===== src/common/ppu_pkg.sv =====
// --------------------------------------------------
// lcd controller shared package
// timing constants, register map and common types
// --------------------------------------------------

package ppu_pkg;

	// width types
	typedef logic [8:0] hpos_t;
	typedef logic [7:0] line_t;
	typedef logic [7:0] byte_t;

	// stat mode bits as seen by the cpu
	typedef enum logic [1:0] {
		MODE_HBLANK = 2'd0,
		MODE_VBLANK = 2'd1,
		MODE_OAM    = 2'd2,
		MODE_XFER   = 2'd3
	} lcd_mode_e;

	// register addresses, low byte of 0xff4x
	typedef enum logic [7:0] {
		REG_LCDC = 8'h40,
		REG_STAT = 8'h41,
		REG_SCX  = 8'h43,
		REG_LY   = 8'h44,
		REG_LYC  = 8'h45,
		REG_DMA  = 8'h46
	} reg_addr_e;

	// --------------------------------------------------
	// line and frame timing
	localparam hpos_t LINE_CYCLES    = 9'd456;
	localparam line_t FRAME_LINES    = 8'd154;
	localparam line_t VISIBLE_LINES  = 8'd144;
	localparam hpos_t OAM_CYCLES     = 9'd80;
	localparam hpos_t VISIBLE_PIXELS = 9'd160;
	localparam hpos_t MODE3_OFFSET   = 9'd16;
	// scx sampled two clocks before mode 3 starts
	localparam hpos_t SCROLL_LATCH_H = 9'd78;
	// h count parks here while the lcd is off
	localparam hpos_t LCD_OFF_H      = 9'd6;

	// --------------------------------------------------
	// oam and dma
	localparam int DMA_BYTES  = 160;
	localparam int DMA_CYCLES = 4;
	localparam int OAM_BYTES  = 160;

endpackage


===== src/rtl/line_timer.sv =====
// --------------------------------------------------
// line timer
// h/v counters, stat mode decode and the
// one-cycle line event strobes
// --------------------------------------------------

module line_timer (
	input  logic              clk_reg,
	input  logic              reset,
	input  logic              lcd_on,
	input  ppu_pkg::byte_t    scx,
	output ppu_pkg::hpos_t    h_pos,
	output ppu_pkg::line_t    ly,
	output ppu_pkg::lcd_mode_e mode,
	output logic              line_start,
	output logic              hblank_start,
	output logic              vblank_start
);

	// fine scroll bits, held stable over the line
	logic [2:0]     scx_fine;
	ppu_pkg::hpos_t hblank_pos;
	logic           vblank;
	logic           line_end;

	assign vblank   = (ly >= ppu_pkg::VISIBLE_LINES);
	assign line_end = (h_pos == ppu_pkg::LINE_CYCLES - 9'd1);

	// unaligned scx costs one extra 8 pixel fetch in mode 3
	assign hblank_pos = ppu_pkg::OAM_CYCLES + ppu_pkg::VISIBLE_PIXELS + ppu_pkg::MODE3_OFFSET
		+ ((scx_fine != 3'd0) ? 9'd8 : 9'd0);

	// --------------------------------------------------
	// counters
	always_ff @(posedge clk_reg) begin
		if (reset || !lcd_on) begin
			// lcd off restarts the line a few clocks in
			h_pos <= ppu_pkg::LCD_OFF_H;
			ly    <= 8'd0;
		end else if (line_end) begin
			h_pos <= 9'd0;
			// wrap to line 0 after the last vblank line
			if (ly == ppu_pkg::FRAME_LINES - 8'd1)
				ly <= 8'd0;
			else
				ly <= ly + 8'd1;
		end else begin
			h_pos <= h_pos + 9'd1;
		end
	end

	always_ff @(posedge clk_reg) begin
		if (reset)
			scx_fine <= 3'd0;
		else if (h_pos == ppu_pkg::SCROLL_LATCH_H)
			scx_fine <= scx[2:0];
	end

	// mode decode, lcd off always reports hblank
	always_comb begin
		if (!lcd_on)
			mode = ppu_pkg::MODE_HBLANK;
		else if (vblank)
			mode = ppu_pkg::MODE_VBLANK;
		else if (h_pos < ppu_pkg::OAM_CYCLES)
			mode = ppu_pkg::MODE_OAM;
		else if (h_pos < hblank_pos)
			mode = ppu_pkg::MODE_XFER;
		else
			mode = ppu_pkg::MODE_HBLANK;
	end

	// event strobes
	assign line_start   = lcd_on && !vblank && (h_pos == 9'd0);
	assign hblank_start = lcd_on && !vblank && (h_pos == hblank_pos);
	// last clock of the last visible line
	assign vblank_start = lcd_on && line_end && (ly == ppu_pkg::VISIBLE_LINES - 8'd1);

endmodule


===== src/rtl/lcd_regs.sv =====
// --------------------------------------------------
// lcd register file
// lcdc, stat, scx, ly, lyc and dma at 0xff40..0xff46
// plus the cpu read mux
// --------------------------------------------------

module lcd_regs (
	input  logic               clk_reg,
	input  logic               reset,
	input  logic               cpu_sel_reg,
	input  logic               cpu_sel_oam,
	input  logic               cpu_wr,
	input  ppu_pkg::byte_t     cpu_addr,
	input  ppu_pkg::byte_t     cpu_di,
	input  ppu_pkg::line_t     ly,
	input  ppu_pkg::lcd_mode_e mode,
	input  ppu_pkg::byte_t     oam_rdata,
	output ppu_pkg::byte_t     cpu_do,
	output logic               lcd_on,
	output logic               lyc_match,
	output logic               lyc_write,
	output logic               dma_start,
	output logic [3:0]         stat_en,
	output ppu_pkg::byte_t     scx,
	output ppu_pkg::byte_t     dma_page
);

	ppu_pkg::byte_t lcdc;
	ppu_pkg::byte_t lyc;
	logic           reg_wr;

	assign reg_wr = cpu_sel_reg && cpu_wr;

	// lcdc bit 7 is the only lcdc bit that drives control logic
	assign lcd_on    = lcdc[7];
	assign lyc_match = (ly == lyc);

	// write strobes used by other blocks
	assign lyc_write = reg_wr && (cpu_addr == ppu_pkg::REG_LYC);
	assign dma_start = reg_wr && (cpu_addr == ppu_pkg::REG_DMA);

	// --------------------------------------------------
	// register writes
	always_ff @(posedge clk_reg) begin
		if (reset) begin
			lcdc     <= 8'h00;
			stat_en  <= 4'h0;
			scx      <= 8'h00;
			lyc      <= 8'h00;
			dma_page <= 8'h00;
		end else if (reg_wr) begin
			// ly is read only and drops writes
			case (cpu_addr)
				ppu_pkg::REG_LCDC:
					lcdc <= cpu_di;
				ppu_pkg::REG_STAT:
					stat_en <= cpu_di[6:3];
				ppu_pkg::REG_SCX:
					scx <= cpu_di;
				ppu_pkg::REG_LYC:
					lyc <= cpu_di;
				ppu_pkg::REG_DMA:
					dma_page <= cpu_di;
				default: ;
			endcase
		end
	end

	// --------------------------------------------------
	// read mux is combinational in the access cycle
	always_comb begin
		if (cpu_sel_oam) begin
			cpu_do = oam_rdata;
		end else begin
			case (cpu_addr)
				ppu_pkg::REG_LCDC:
					cpu_do = lcdc;
				// bit 7 has no storage and reads as one
				ppu_pkg::REG_STAT:
					cpu_do = {1'b1, stat_en, lyc_match, mode};
				ppu_pkg::REG_SCX:
					cpu_do = scx;
				ppu_pkg::REG_LY:
					cpu_do = ly;
				ppu_pkg::REG_LYC:
					cpu_do = lyc;
				ppu_pkg::REG_DMA:
					cpu_do = dma_page;
				// unmapped addresses including 0x42
				default:
					cpu_do = 8'hFF;
			endcase
		end
	end

endmodule


===== src/rtl/stat_irq.sv =====
// --------------------------------------------------
// stat interrupt logic
// merges enabled line events into the lcd irq pulse
// and raises the vblank irq
// --------------------------------------------------

module stat_irq (
	input  logic       clk_reg,
	input  logic       reset,
	input  logic       line_start,
	input  logic       hblank_start,
	input  logic       vblank_start,
	input  logic       lyc_match,
	input  logic       lyc_write,
	input  logic [3:0] stat_en,
	output logic       irq,
	output logic       vblank_irq
);

	// lyc write seen last cycle, compare uses the new lyc
	logic lyc_write_q;
	logic lyc_event;
	logic irq_next;

	// stat_en[3] is stat bit 6, down to stat_en[0] as bit 3
	assign lyc_event = stat_en[3] && lyc_match && (line_start || lyc_write_q);

	assign irq_next = lyc_event
		|| (stat_en[2] && line_start)
		|| (stat_en[1] && vblank_start)
		|| (stat_en[0] && hblank_start);

	always_ff @(posedge clk_reg) begin
		if (reset) begin
			lyc_write_q <= 1'b0;
			irq         <= 1'b0;
			vblank_irq  <= 1'b0;
		end else begin
			lyc_write_q <= lyc_write;
			// single clock pulses, one cycle after the event
			irq         <= irq_next;
			vblank_irq  <= vblank_start;
		end
	end

endmodule


===== src/oam_store/oam_store.sv =====
// --------------------------------------------------
// oam store
// 160 byte sprite attribute memory, cpu port and
// the oam dma copy engine
// --------------------------------------------------

module oam_store (
	input  logic               clk_reg,
	input  logic               reset,
	input  logic               cpu_sel_oam,
	input  logic               cpu_wr,
	input  ppu_pkg::byte_t     cpu_addr,
	input  ppu_pkg::byte_t     cpu_di,
	input  ppu_pkg::lcd_mode_e mode,
	input  logic               dma_start,
	input  ppu_pkg::byte_t     dma_page,
	input  ppu_pkg::byte_t     dma_data,
	output ppu_pkg::byte_t     oam_rdata,
	output logic               dma_rd,
	output logic [15:0]        dma_addr
);

	ppu_pkg::byte_t oam_mem [0:ppu_pkg::OAM_BYTES-1];

	logic           dma_active;
	// four clocks per byte, byte index in the upper bits
	logic [9:0]     dma_cnt;
	logic           cpu_wr_ok;
	logic           oam_we;
	ppu_pkg::byte_t oam_wa;
	ppu_pkg::byte_t oam_wd;

	// --------------------------------------------------
	// dma engine
	always_ff @(posedge clk_reg) begin
		if (reset) begin
			dma_active <= 1'b0;
			dma_cnt    <= 10'd0;
		end else if (dma_start) begin
			// a new write restarts the copy from byte 0
			dma_active <= 1'b1;
			dma_cnt    <= 10'd0;
		end else if (dma_active) begin
			if (dma_cnt == 10'(ppu_pkg::DMA_BYTES * ppu_pkg::DMA_CYCLES - 1))
				dma_active <= 1'b0;
			else
				dma_cnt <= dma_cnt + 10'd1;
		end
	end

	assign dma_rd   = dma_active;
	assign dma_addr = {dma_page, dma_cnt[9:2]};

	// --------------------------------------------------
	// write port arbitration
	// cpu locked out during dma and while the lcd scans oam
	assign cpu_wr_ok = cpu_wr && cpu_sel_oam
		&& (mode != ppu_pkg::MODE_OAM) && (mode != ppu_pkg::MODE_XFER);

	// dma byte lands mid slot, data is settled by then
	assign oam_we = dma_active ? (dma_cnt[1:0] == 2'd2) : cpu_wr_ok;
	assign oam_wa = dma_active ? dma_cnt[9:2] : cpu_addr;
	assign oam_wd = dma_active ? dma_data : cpu_di;

	always_ff @(posedge clk_reg) begin
		if (oam_we && (oam_wa < 8'(ppu_pkg::OAM_BYTES)))
			oam_mem[oam_wa] <= oam_wd;
	end

	// cpu read port is never blocked
	assign oam_rdata = (cpu_addr < 8'(ppu_pkg::OAM_BYTES)) ? oam_mem[cpu_addr] : 8'hFF;

endmodule


===== src/rtl/ppu_ctrl.sv =====
// --------------------------------------------------
// lcd controller top
// timer, registers, interrupts and oam store
// --------------------------------------------------

module ppu_ctrl (
	input  logic               clk_reg,
	input  logic               reset,
	input  logic               cpu_sel_oam,
	input  logic               cpu_sel_reg,
	input  logic               cpu_wr,
	input  ppu_pkg::byte_t     cpu_addr,
	input  ppu_pkg::byte_t     cpu_di,
	input  ppu_pkg::byte_t     dma_data,
	output ppu_pkg::byte_t     cpu_do,
	output logic               lcd_on,
	output ppu_pkg::lcd_mode_e mode,
	output logic               irq,
	output logic               vblank_irq,
	output logic               dma_rd,
	output logic [15:0]        dma_addr
);

	// timer events
	ppu_pkg::line_t ly;
	logic           line_start;
	logic           hblank_start;
	logic           vblank_start;

	// register file outputs
	ppu_pkg::byte_t scx;
	ppu_pkg::byte_t dma_page;
	ppu_pkg::byte_t oam_rdata;
	logic [3:0]     stat_en;
	logic           lyc_match;
	logic           lyc_write;
	logic           dma_start;

	// h count has no consumer outside the timer
	line_timer line_timer_i (
		.clk_reg      (clk_reg),
		.reset        (reset),
		.lcd_on       (lcd_on),
		.scx          (scx),
		.h_pos        (),
		.ly           (ly),
		.mode         (mode),
		.line_start   (line_start),
		.hblank_start (hblank_start),
		.vblank_start (vblank_start)
	);

	lcd_regs lcd_regs_i (
		.clk_reg     (clk_reg),
		.reset       (reset),
		.cpu_sel_reg (cpu_sel_reg),
		.cpu_sel_oam (cpu_sel_oam),
		.cpu_wr      (cpu_wr),
		.cpu_addr    (cpu_addr),
		.cpu_di      (cpu_di),
		.ly          (ly),
		.mode        (mode),
		.oam_rdata   (oam_rdata),
		.cpu_do      (cpu_do),
		.lcd_on      (lcd_on),
		.lyc_match   (lyc_match),
		.lyc_write   (lyc_write),
		.dma_start   (dma_start),
		.stat_en     (stat_en),
		.scx         (scx),
		.dma_page    (dma_page)
	);

	stat_irq stat_irq_i (
		.clk_reg      (clk_reg),
		.reset        (reset),
		.line_start   (line_start),
		.hblank_start (hblank_start),
		.vblank_start (vblank_start),
		.lyc_match    (lyc_match),
		.lyc_write    (lyc_write),
		.stat_en      (stat_en),
		.irq          (irq),
		.vblank_irq   (vblank_irq)
	);

	oam_store oam_store_i (
		.clk_reg     (clk_reg),
		.reset       (reset),
		.cpu_sel_oam (cpu_sel_oam),
		.cpu_wr      (cpu_wr),
		.cpu_addr    (cpu_addr),
		.cpu_di      (cpu_di),
		.mode        (mode),
		.dma_start   (dma_start),
		.dma_page    (dma_page),
		.dma_data    (dma_data),
		.oam_rdata   (oam_rdata),
		.dma_rd      (dma_rd),
		.dma_addr    (dma_addr)
	);

endmodule


===== config.mk =====
export PLATFORM = sky130hd
export DESIGN_NAME = ppu_ctrl
export DESIGN_NICKNAME = d
export VERILOG_FILES = /design/src/common/ppu_pkg.sv /design/src/rtl/line_timer.sv /design/src/rtl/lcd_regs.sv /design/src/rtl/stat_irq.sv /design/src/oam_store/oam_store.sv /design/src/rtl/ppu_ctrl.sv
export SDC_FILE = /design/constraint.sdc
export NUM_CORES = 2
export LEC_CHECK = 0
export BUFFER_PORTS_ARGS = -buffer_cell sky130_fd_sc_hd__buf_2
export CAP_MARGIN = 20
export CORE_MARGIN = 8
export CORE_UTILIZATION = 68
export DETAILED_ROUTE_END_ITERATION = 10
export GPL_ROUTABILITY_DRIVEN = 0
export PLACE_DENSITY_LB_ADDON = 0.15
export SETUP_SLACK_MARGIN = 0.15
export SLEW_MARGIN = 20
export SYNTH_ARGS = -nofsm -noshare
export SYNTH_HDL_FRONTEND = slang
export SYNTH_SLANG_ARGS = --single-unit

===== constraint.sdc =====
create_clock -name clk_reg -period 5.68 [get_ports clk_reg]
set_input_delay 0.284 -clock clk_reg [delete_from_list [all_inputs] [get_ports clk_reg]]
set_output_delay 0.284 -clock clk_reg [all_outputs]
set_load 0.01 [all_outputs]

**Word level (Yosys, flattened, before mapping)**

Memories as Yosys holds them, arrays and structs flattened.
Index checks and enable logic that the tools add are counted.

- Add/sub/neg operators: 4
- $lt $le $gt $ge: 5
- Equality and inequality tests: 16
- Multiplexer cells: 18
- Bitwise logic cells: 1
- Reductions and logical operators: 34

Operators by type and width:

| cell | count |
|---|---|
| $eq A8 B7 Y1 const B | 6 |
| $pmux W8 S6 | 1 |
| $mux W8 | 5 |
| $logic_and A1 B1 Y1 | 17 |
| $eq A8 B8 Y1 const B | 2 |
| $lt A8 B8 Y1 const B | 2 |
| $reduce_and A2 Y1 | 6 |
| $add A10 B1 Y10 const B | 1 |
| $eq A10 B10 Y1 const B | 1 |
| $add A9 B1 Y9 const B | 1 |
| $add A9 B9 Y9 const A | 1 |
| $eq A9 B7 Y1 const B | 1 |
| $eq A9 B9 Y1 | 1 |
| $eq A9 B9 Y1 const B | 1 |
| $logic_not A9 Y1 | 1 |
| $lt A9 B7 Y1 const B | 1 |
| $lt A9 B9 Y1 | 1 |
| $add A8 B1 Y8 const B | 1 |
| $eq A8 B8 Y1 | 1 |
| $ge A8 B8 Y1 const B | 1 |
| $mux W2 | 4 |
| $mux W1 | 6 |
| $logic_or A1 B1 Y1 | 5 |
| $mux W4 | 1 |
| other kinds (7) | 10 |

- Bits in registers: 70
- RAM bits: 1280
- Input port bits: 29
- Output and inout port bits: 30
- Word-level logic and storage cells: 93
- Memories: 1

Memory list:

| memory | depth | bits a word | read ports | clocked after Yosys merged registers in | write ports | line | RTL |
|---|---|---|---|---|---|---|---|
| oam_store_i.oam_mem | 160 | 8 | 1 | 0 | 1 | oam_store.sv:23 | `ppu_pkg::byte_t oam_mem [0:ppu_pkg::OAM_BYTES-1];` |

**Longest topological paths before layout**

- Word-level depth: 15
- Depth in mapped cells: 13
- Gate-level depth less buffers: 8

**Cells and area by module**

A second synthesis with hierarchy kept.

- Cells, all modules: 2821
- Area, all modules: 54118.2 µm²

Modules (own cells, without submodules):

| module | instances | cells each | area an instance (µm²) | seq. area each (µm²) |
|---|---|---|---|---|
| oam_store | 1 | 2449 | 50876.3 | 38657.1 |
| lcd_regs | 1 | 230 | 2048.2 | 720.7 |
| line_timer | 1 | 134 | 1098.6 | 400.4 |
| stat_irq | 1 | 8 | 95.1 | 60.1 |

**Worst setup path after synthesis**

OpenSTA, ideal clock, no wires.

- Kind: register -> register
- Start point: register oam_store_i.dma_active, in the netlist oam_store_i.dma_rd
- End point: memory oam_store_i.oam_mem[0][0] (netlist name) (data pin)
- Library setup time: 0.422 ns
- Data arrival time: 2.498 ns
- Data required time: 5.258 ns
- Slack: 2.760 ns
- Cell stages (with the launch flop): 5
- Buffers on the path: 3
- Clock period less this slack: 2.920 ns
- Cell sequence: dfxtp_1 -> clkbuf_1 -> clkbuf_1 -> clkbuf_1 -> mux2_2

- Cells in the longest elaborated chain, start to end: 1

Ends and longest elaborated chain:

| element | line | RTL |
|---|---|---|
| from (decl) | oam_store.sv:25 | `logic dma_active;` |
| from (signal assigned) | oam_store.sv:37 | `dma_active <= 1'b0;` |
| from (signal assigned) | oam_store.sv:41 | `dma_active <= 1'b1;` |
| from (signal assigned) | oam_store.sv:45 | `dma_active <= 1'b0;` |
| $mux W8 | oam_store.sv:63 | `assign oam_wd = dma_active ? dma_data : cpu_di;` |
| net oam_store_i.oam_wd[0] | oam_store.sv:31 | `ppu_pkg::byte_t oam_wd;` |
| to (decl) | oam_store.sv:23 |  |

The timed path passes the listed nets, and every way through them passes these cells.

**Worst setup path after layout**

- Start point: register line_timer_i.scx_fine[2]
- End point: memory oam_store_i.oam_mem[25][6] (netlist name) (enable)

- Cells in the longest elaborated chain, start to end: 15
- Elaborated cells on any way between the ends: 16
- Classes of those cells: add/sub: 1; order compare: 1; eq/ne: 2; mux: 8; reduce/logical: 4

Ends and longest elaborated chain:

| element | line | RTL |
|---|---|---|
| from (decl) | line_timer.sv:21 | `logic [2:0] scx_fine;` |
| from (signal assigned) | line_timer.sv:56 | `scx_fine <= scx[2:0];` |
| $reduce_bool A3 Y1 (*) | line_timer.sv:31 | `+ ((scx_fine != 3'd0) ? 9'd8 : 9'd0);` |
| $mux W4 (*) | line_timer.sv:31 |  |
| $add A9 B9 Y9 (*) | line_timer.sv:31 |  |
| $lt A9 B9 Y1 (*) | line_timer.sv:67 | `else if (h_pos < hblank_pos)` |
| $mux W2 (*) | line_timer.sv:67 |  |
| $mux W2 (*) | line_timer.sv:65 | `else if (h_pos < ppu_pkg::OAM_CYCLES)` |
| $mux W2 (*) | line_timer.sv:63 | `else if (vblank)` |
| $mux W2 (*) | line_timer.sv:61 | `if (!lcd_on)` |
| $ne A2 B2 Y1 | oam_store.sv:58 | `&& (mode != ppu_pkg::MODE_OAM) && (mode != ppu_pkg::MODE_XFER);` |
| $logic_and A1 B1 Y1 | oam_store.sv:58 |  |
| $logic_and A1 B1 Y1 (*) | oam_store.sv:58 |  |
| $mux W1 (*) | oam_store.sv:61 | `assign oam_we = dma_active ? (dma_cnt[1:0] == 2'd2) : cpu_wr_ok;` |
| $logic_and A1 B1 Y1 (*) | oam_store.sv:66 | `if (oam_we && (oam_wa < 8'(ppu_pkg::OAM_BYTES)))` |
| $mux W1 (*) | oam_store.sv:66 |  |
| $mux W1 (not written as such) (*) | oam_store.sv:67 | `oam_mem[oam_wa] <= oam_wd;` |

Every way passes the cells marked *; elsewhere a longest branch is shown, timed or not.

==> impl_metrics.toml <==
[run_status]
outcome = "completed"

[grt]
grt_util_all_layers_pct = 30.8
grt_pass1_wl_microns = 199000
overflow = 0
grt_max_degree = 102
antenna_found_initial = 3
grt_pass1_vias = 28900

[sta]
min_period_ns = 4.85
setup_viol = 0
rsz0062_at_grt = "false"
period_share_pct = 85.4
finalClockSkew_ns = 0.0352
final.setup.tns_ns = 0
tightest_slew_ns = 1.26
fmax_ghz = 0.206
hold_viol_final = 0
finalMaxSlewViolations = 0
relSlewSlack_pct = 16.1

[setup_path]
crit_required_ns = 6.02
endpoint_kind = "flip-flop"
max_stage_delay_ns = 0.85
crit_family = "simple AND/OR/NAND/NOR gates"
crit_type = "reg -> reg"
worstPathCellList = "or3_1 > ha_1 > a21boi_0 > o21ai_0 > o31ai_1 > nor2b_1 > nand2_1 > nor2_1"
crit_arrival_ns = 5.19
cp-start-kind = "flip-flop"
slowest_stage = "nor2_1"
cp_num_buf_inv = 0
cp_max_fo = 15

[yosys]
yosys_warnings = 0
async_reset_ff_share_pct = 0
synthXorXnorAreaFrac_pct = 0.504
netlist_instances = 2742
synth_flop_cell = "edfxtp_1"
yosysUniqueCellTypes = 75
synthAdderAreaFrac_pct = 0.209
synth_compound_area_share_pct = 2.50
synth-edff-count = 1280
yosysSeqAreaShare_pct = 73.9
synth_area_per_cell_sq_um = 19.7
ys_ff_latch = 1350
syn_area_sq_mm = 0.0539
synth_top_family_by_area = "multiplexers"
syn_nets = 2780
synth.area.mux_share_pct = 16.5
synth-simple-area-share_pct = 4.29

[floorplanning]
die_y_microns = 297
ioPinCount = 59
dieArea_sq_mm = 0.0885
core_sq_mm = 0.0787
start_util_pct = 68.4
fp.dieW_microns = 297
core.rowCount = 103

[final_layout]
syn2layout_area_growth_pct = 9.91
finish.instance_area_sq_mm = 0.0592
nFillCells = 4197
layout.nets = 2879
drive_gt1_share_pct = 21.0

[cts]
cts-root-buf = "clkbuf_16"
clk_path_buf_depth = 3
cts_sinks = 1350
numCtsBuffers = 134
postCtsSetupRepairBufs = 0
htreeDepth = 4
cts_tree = "yes"
insertion_delay_ns = 0.73
path_clk_slew_ns = 0.06

[detailed_routing]
wire_per_inst_microns = 34.2
drtPass1Iterations = 6
detail_route.wirelength_microns = 137000
drcViolationCount = 0
viasPerCell = 7.19
drtAntennaViolNets = 0
initialDrtViolationCount = 4075
vias = 28800

[power]
peakVddDrop_v = 0.000352
p_leak_nw = 18.8
power_density_mw_per_mm2 = 342

[placement]
postPlaceCellArea_sq_mm = 0.0550
detailed_place_hpwl_microns = 80400
numPortBuffers = 58

[job]
drv_cap = 0

[hold_path]
hp-class = "in -> reg"
==> through the flow <==
step | setup WS, ns | total power, mW | hold slack (ns) | std cells | util (%)
3_5_place_dp | 1.10 | 12.0 | 0.464 | 3744 | 69.8
2_1_floorplan | 2.76 | 11.7 | 0.420 | 2742 | -
6_report | 0.831 | 20.2 | 0.150 | 3999 | 75.2
3_3_place_gp | 1.18 | 12.0 | 0.442 | 3744 | 69.8
4_1_cts | 1.02 | 20.3 | 0.119 | 3992 | 75.1
5_1_grt | 0.827 | 20.7 | 0.185 | 3995 | 75.2
==> per-layer routing <==
| layer | wire length (microns) | track usage [%] | up-vias |
|---|---|---|---|
| met5 | 27 | 0 | - |
| met4 | 6780 | 13.5 | 4 |
| met3 | 16200 | 7.49 | 420 |
| met2 | 64400 | 47.7 | 2223 |
| met1 | 49200 | 42.2 | 14700 |
| li1 | - | - | 11400 |
==> power by group <==
part	total (mW)	leakage (nW)	switching [mW]	internal, mW
clock	8.38	1.99	3.64	4.74
combinational	0.978	4.78	0.644	0.333
sequential	10.9	12.1	0.00170	10.9
total	20.2	18.8	4.28	16.0
==> cell usage in the layout, fill, tap and decap left out, drive strengths merged, types with 4 or more instances in the layout <==
cell type	instances
edfxtp	1280
mux4	323
nor2	260
clkbuf	177
mux2i	131
buf	117
nand2	110
dfxtp	70
clkinv	48
nand3	32
o21ai	32
a21oi	30
nor3	30
a221oi	24
a22oi	23
xnor2	19
inv	19
mux2	16
nor2b	12
and3	12
xor2	12
nand2b	11
and2	10
a2111oi	10
a211oi	9
o22ai	9
nand4	9
ha	9
o221ai	8
nand3b	8
dlygate4sd3	8
nor4	6
bufinv	6
o31ai	5
or2	5
a31oi	5
diode	4
a32oi	4
==> path summary, 6_finish.rpt <==
check	start	endpoint	slack, ns	cells after the start
worst max-delay path	line_timer_i.scx_fine[2]	oam_store_i.oam_mem[25][6]	0.83	8
worst min-delay path	reset	lcd_regs_i.lyc[3]	0.15	2
worst max register to register	line_timer_i.scx_fine[2]	oam_store_i.oam_mem[25][6]	0.83	8
worst min register to register	lcd_regs_i.dma_page[7]	lcd_regs_i.dma_page[7]	0.49	2
==> flip-flops by register name, summed over array words and instances, names as in the netlist <==
register                flops
lcd_regs_i.dma_page         8
lcd_regs_i.lcdc             8
lcd_regs_i.lyc              8
lcd_regs_i.scx              8
lcd_regs_i.stat_en          4
line_timer_i.h_pos          9
line_timer_i.ly             8
line_timer_i.scx_fine       3
oam_store_i.dma_cnt        10
oam_store_i.dma_rd          1
oam_store_i.oam_mem      1280
stat_irq_i.irq              1
stat_irq_i.lyc_write_q      1
stat_irq_i.vblank_irq       1
==> kinds of logic (layout without fill, tap and decap cells) <==
group                    after synthesis  count (layout)
multiplexers                         470             470
XOR/XNOR                              31              31
adder cells (fa/ha/maj)                9               9
buffers and inverters                175             378
AND/OR/NAND/NOR                      521             521
AO/OA/AOI/OAI                        186             186
other                                  0               4
flip-flops                          1350            1350
==> area by class of cell <==
| cell class | instances | area (sq um) | area share [%] |
|---|---|---|---|
| Sequential cell | 1350 | 39800 | 67.3 |
| Multi-Input combinational cell | 1217 | 13000 | 21.9 |
| Clock buffer | 177 | 3600 | 6.08 |
| Tap cell | 1050 | 1310 | 2.22 |
| Timing Repair Buffer | 125 | 948 | 1.60 |
| Clock inverter | 63 | 503 | 0.849 |
| Inverter | 13 | 48.8 | 0.0824 |
| Antenna cell | 4 | 10.0 | 0.0169 |
==> cell usage after synthesis, types with 9 or more instances <==
cell type / count / area, sq um
nand4_1: 9 / 56.3
nand3_1: 30 / 150
and3_1: 12 / 75.1
xnor2_1: 19 / 166
buf_6: 16 / 180
a21oi_1: 30 / 150
buf_8: 13 / 195
edfxtp_1: 1280 / 38400
a211oi_1: 9 / 67.6
mux4_1: 28 / 736
ha_1: 9 / 113
nor3_1: 29 / 145
o21ai_0: 27 / 135
mux2_2: 16 / 180
and2_1: 9 / 56.3
mux4_2: 295 / 6640
a22oi_1: 23 / 173
mux2i_1: 131 / 1310
clkbuf_1: 56 / 210
buf_2: 39 / 195
nor2b_1: 12 / 75.1
a221oi_1: 23 / 201
nand2_1: 110 / 413
inv_1: 11 / 41.3
xor2_1: 12 / 105
o22ai_1: 9 / 56.3
nor2_1: 259 / 972
nand2b_1: 11 / 68.8
dfxtp_1: 70 / 1400
buf_4: 22 / 165
buf_1: 10 / 37.5
==> timing repair <==
item,CTS,global route
hold endpoints to repair,36,0
gates resized for setup,0,0
hold buffers,8,0
No activity file was read; power rests on OpenSTA's default activity.
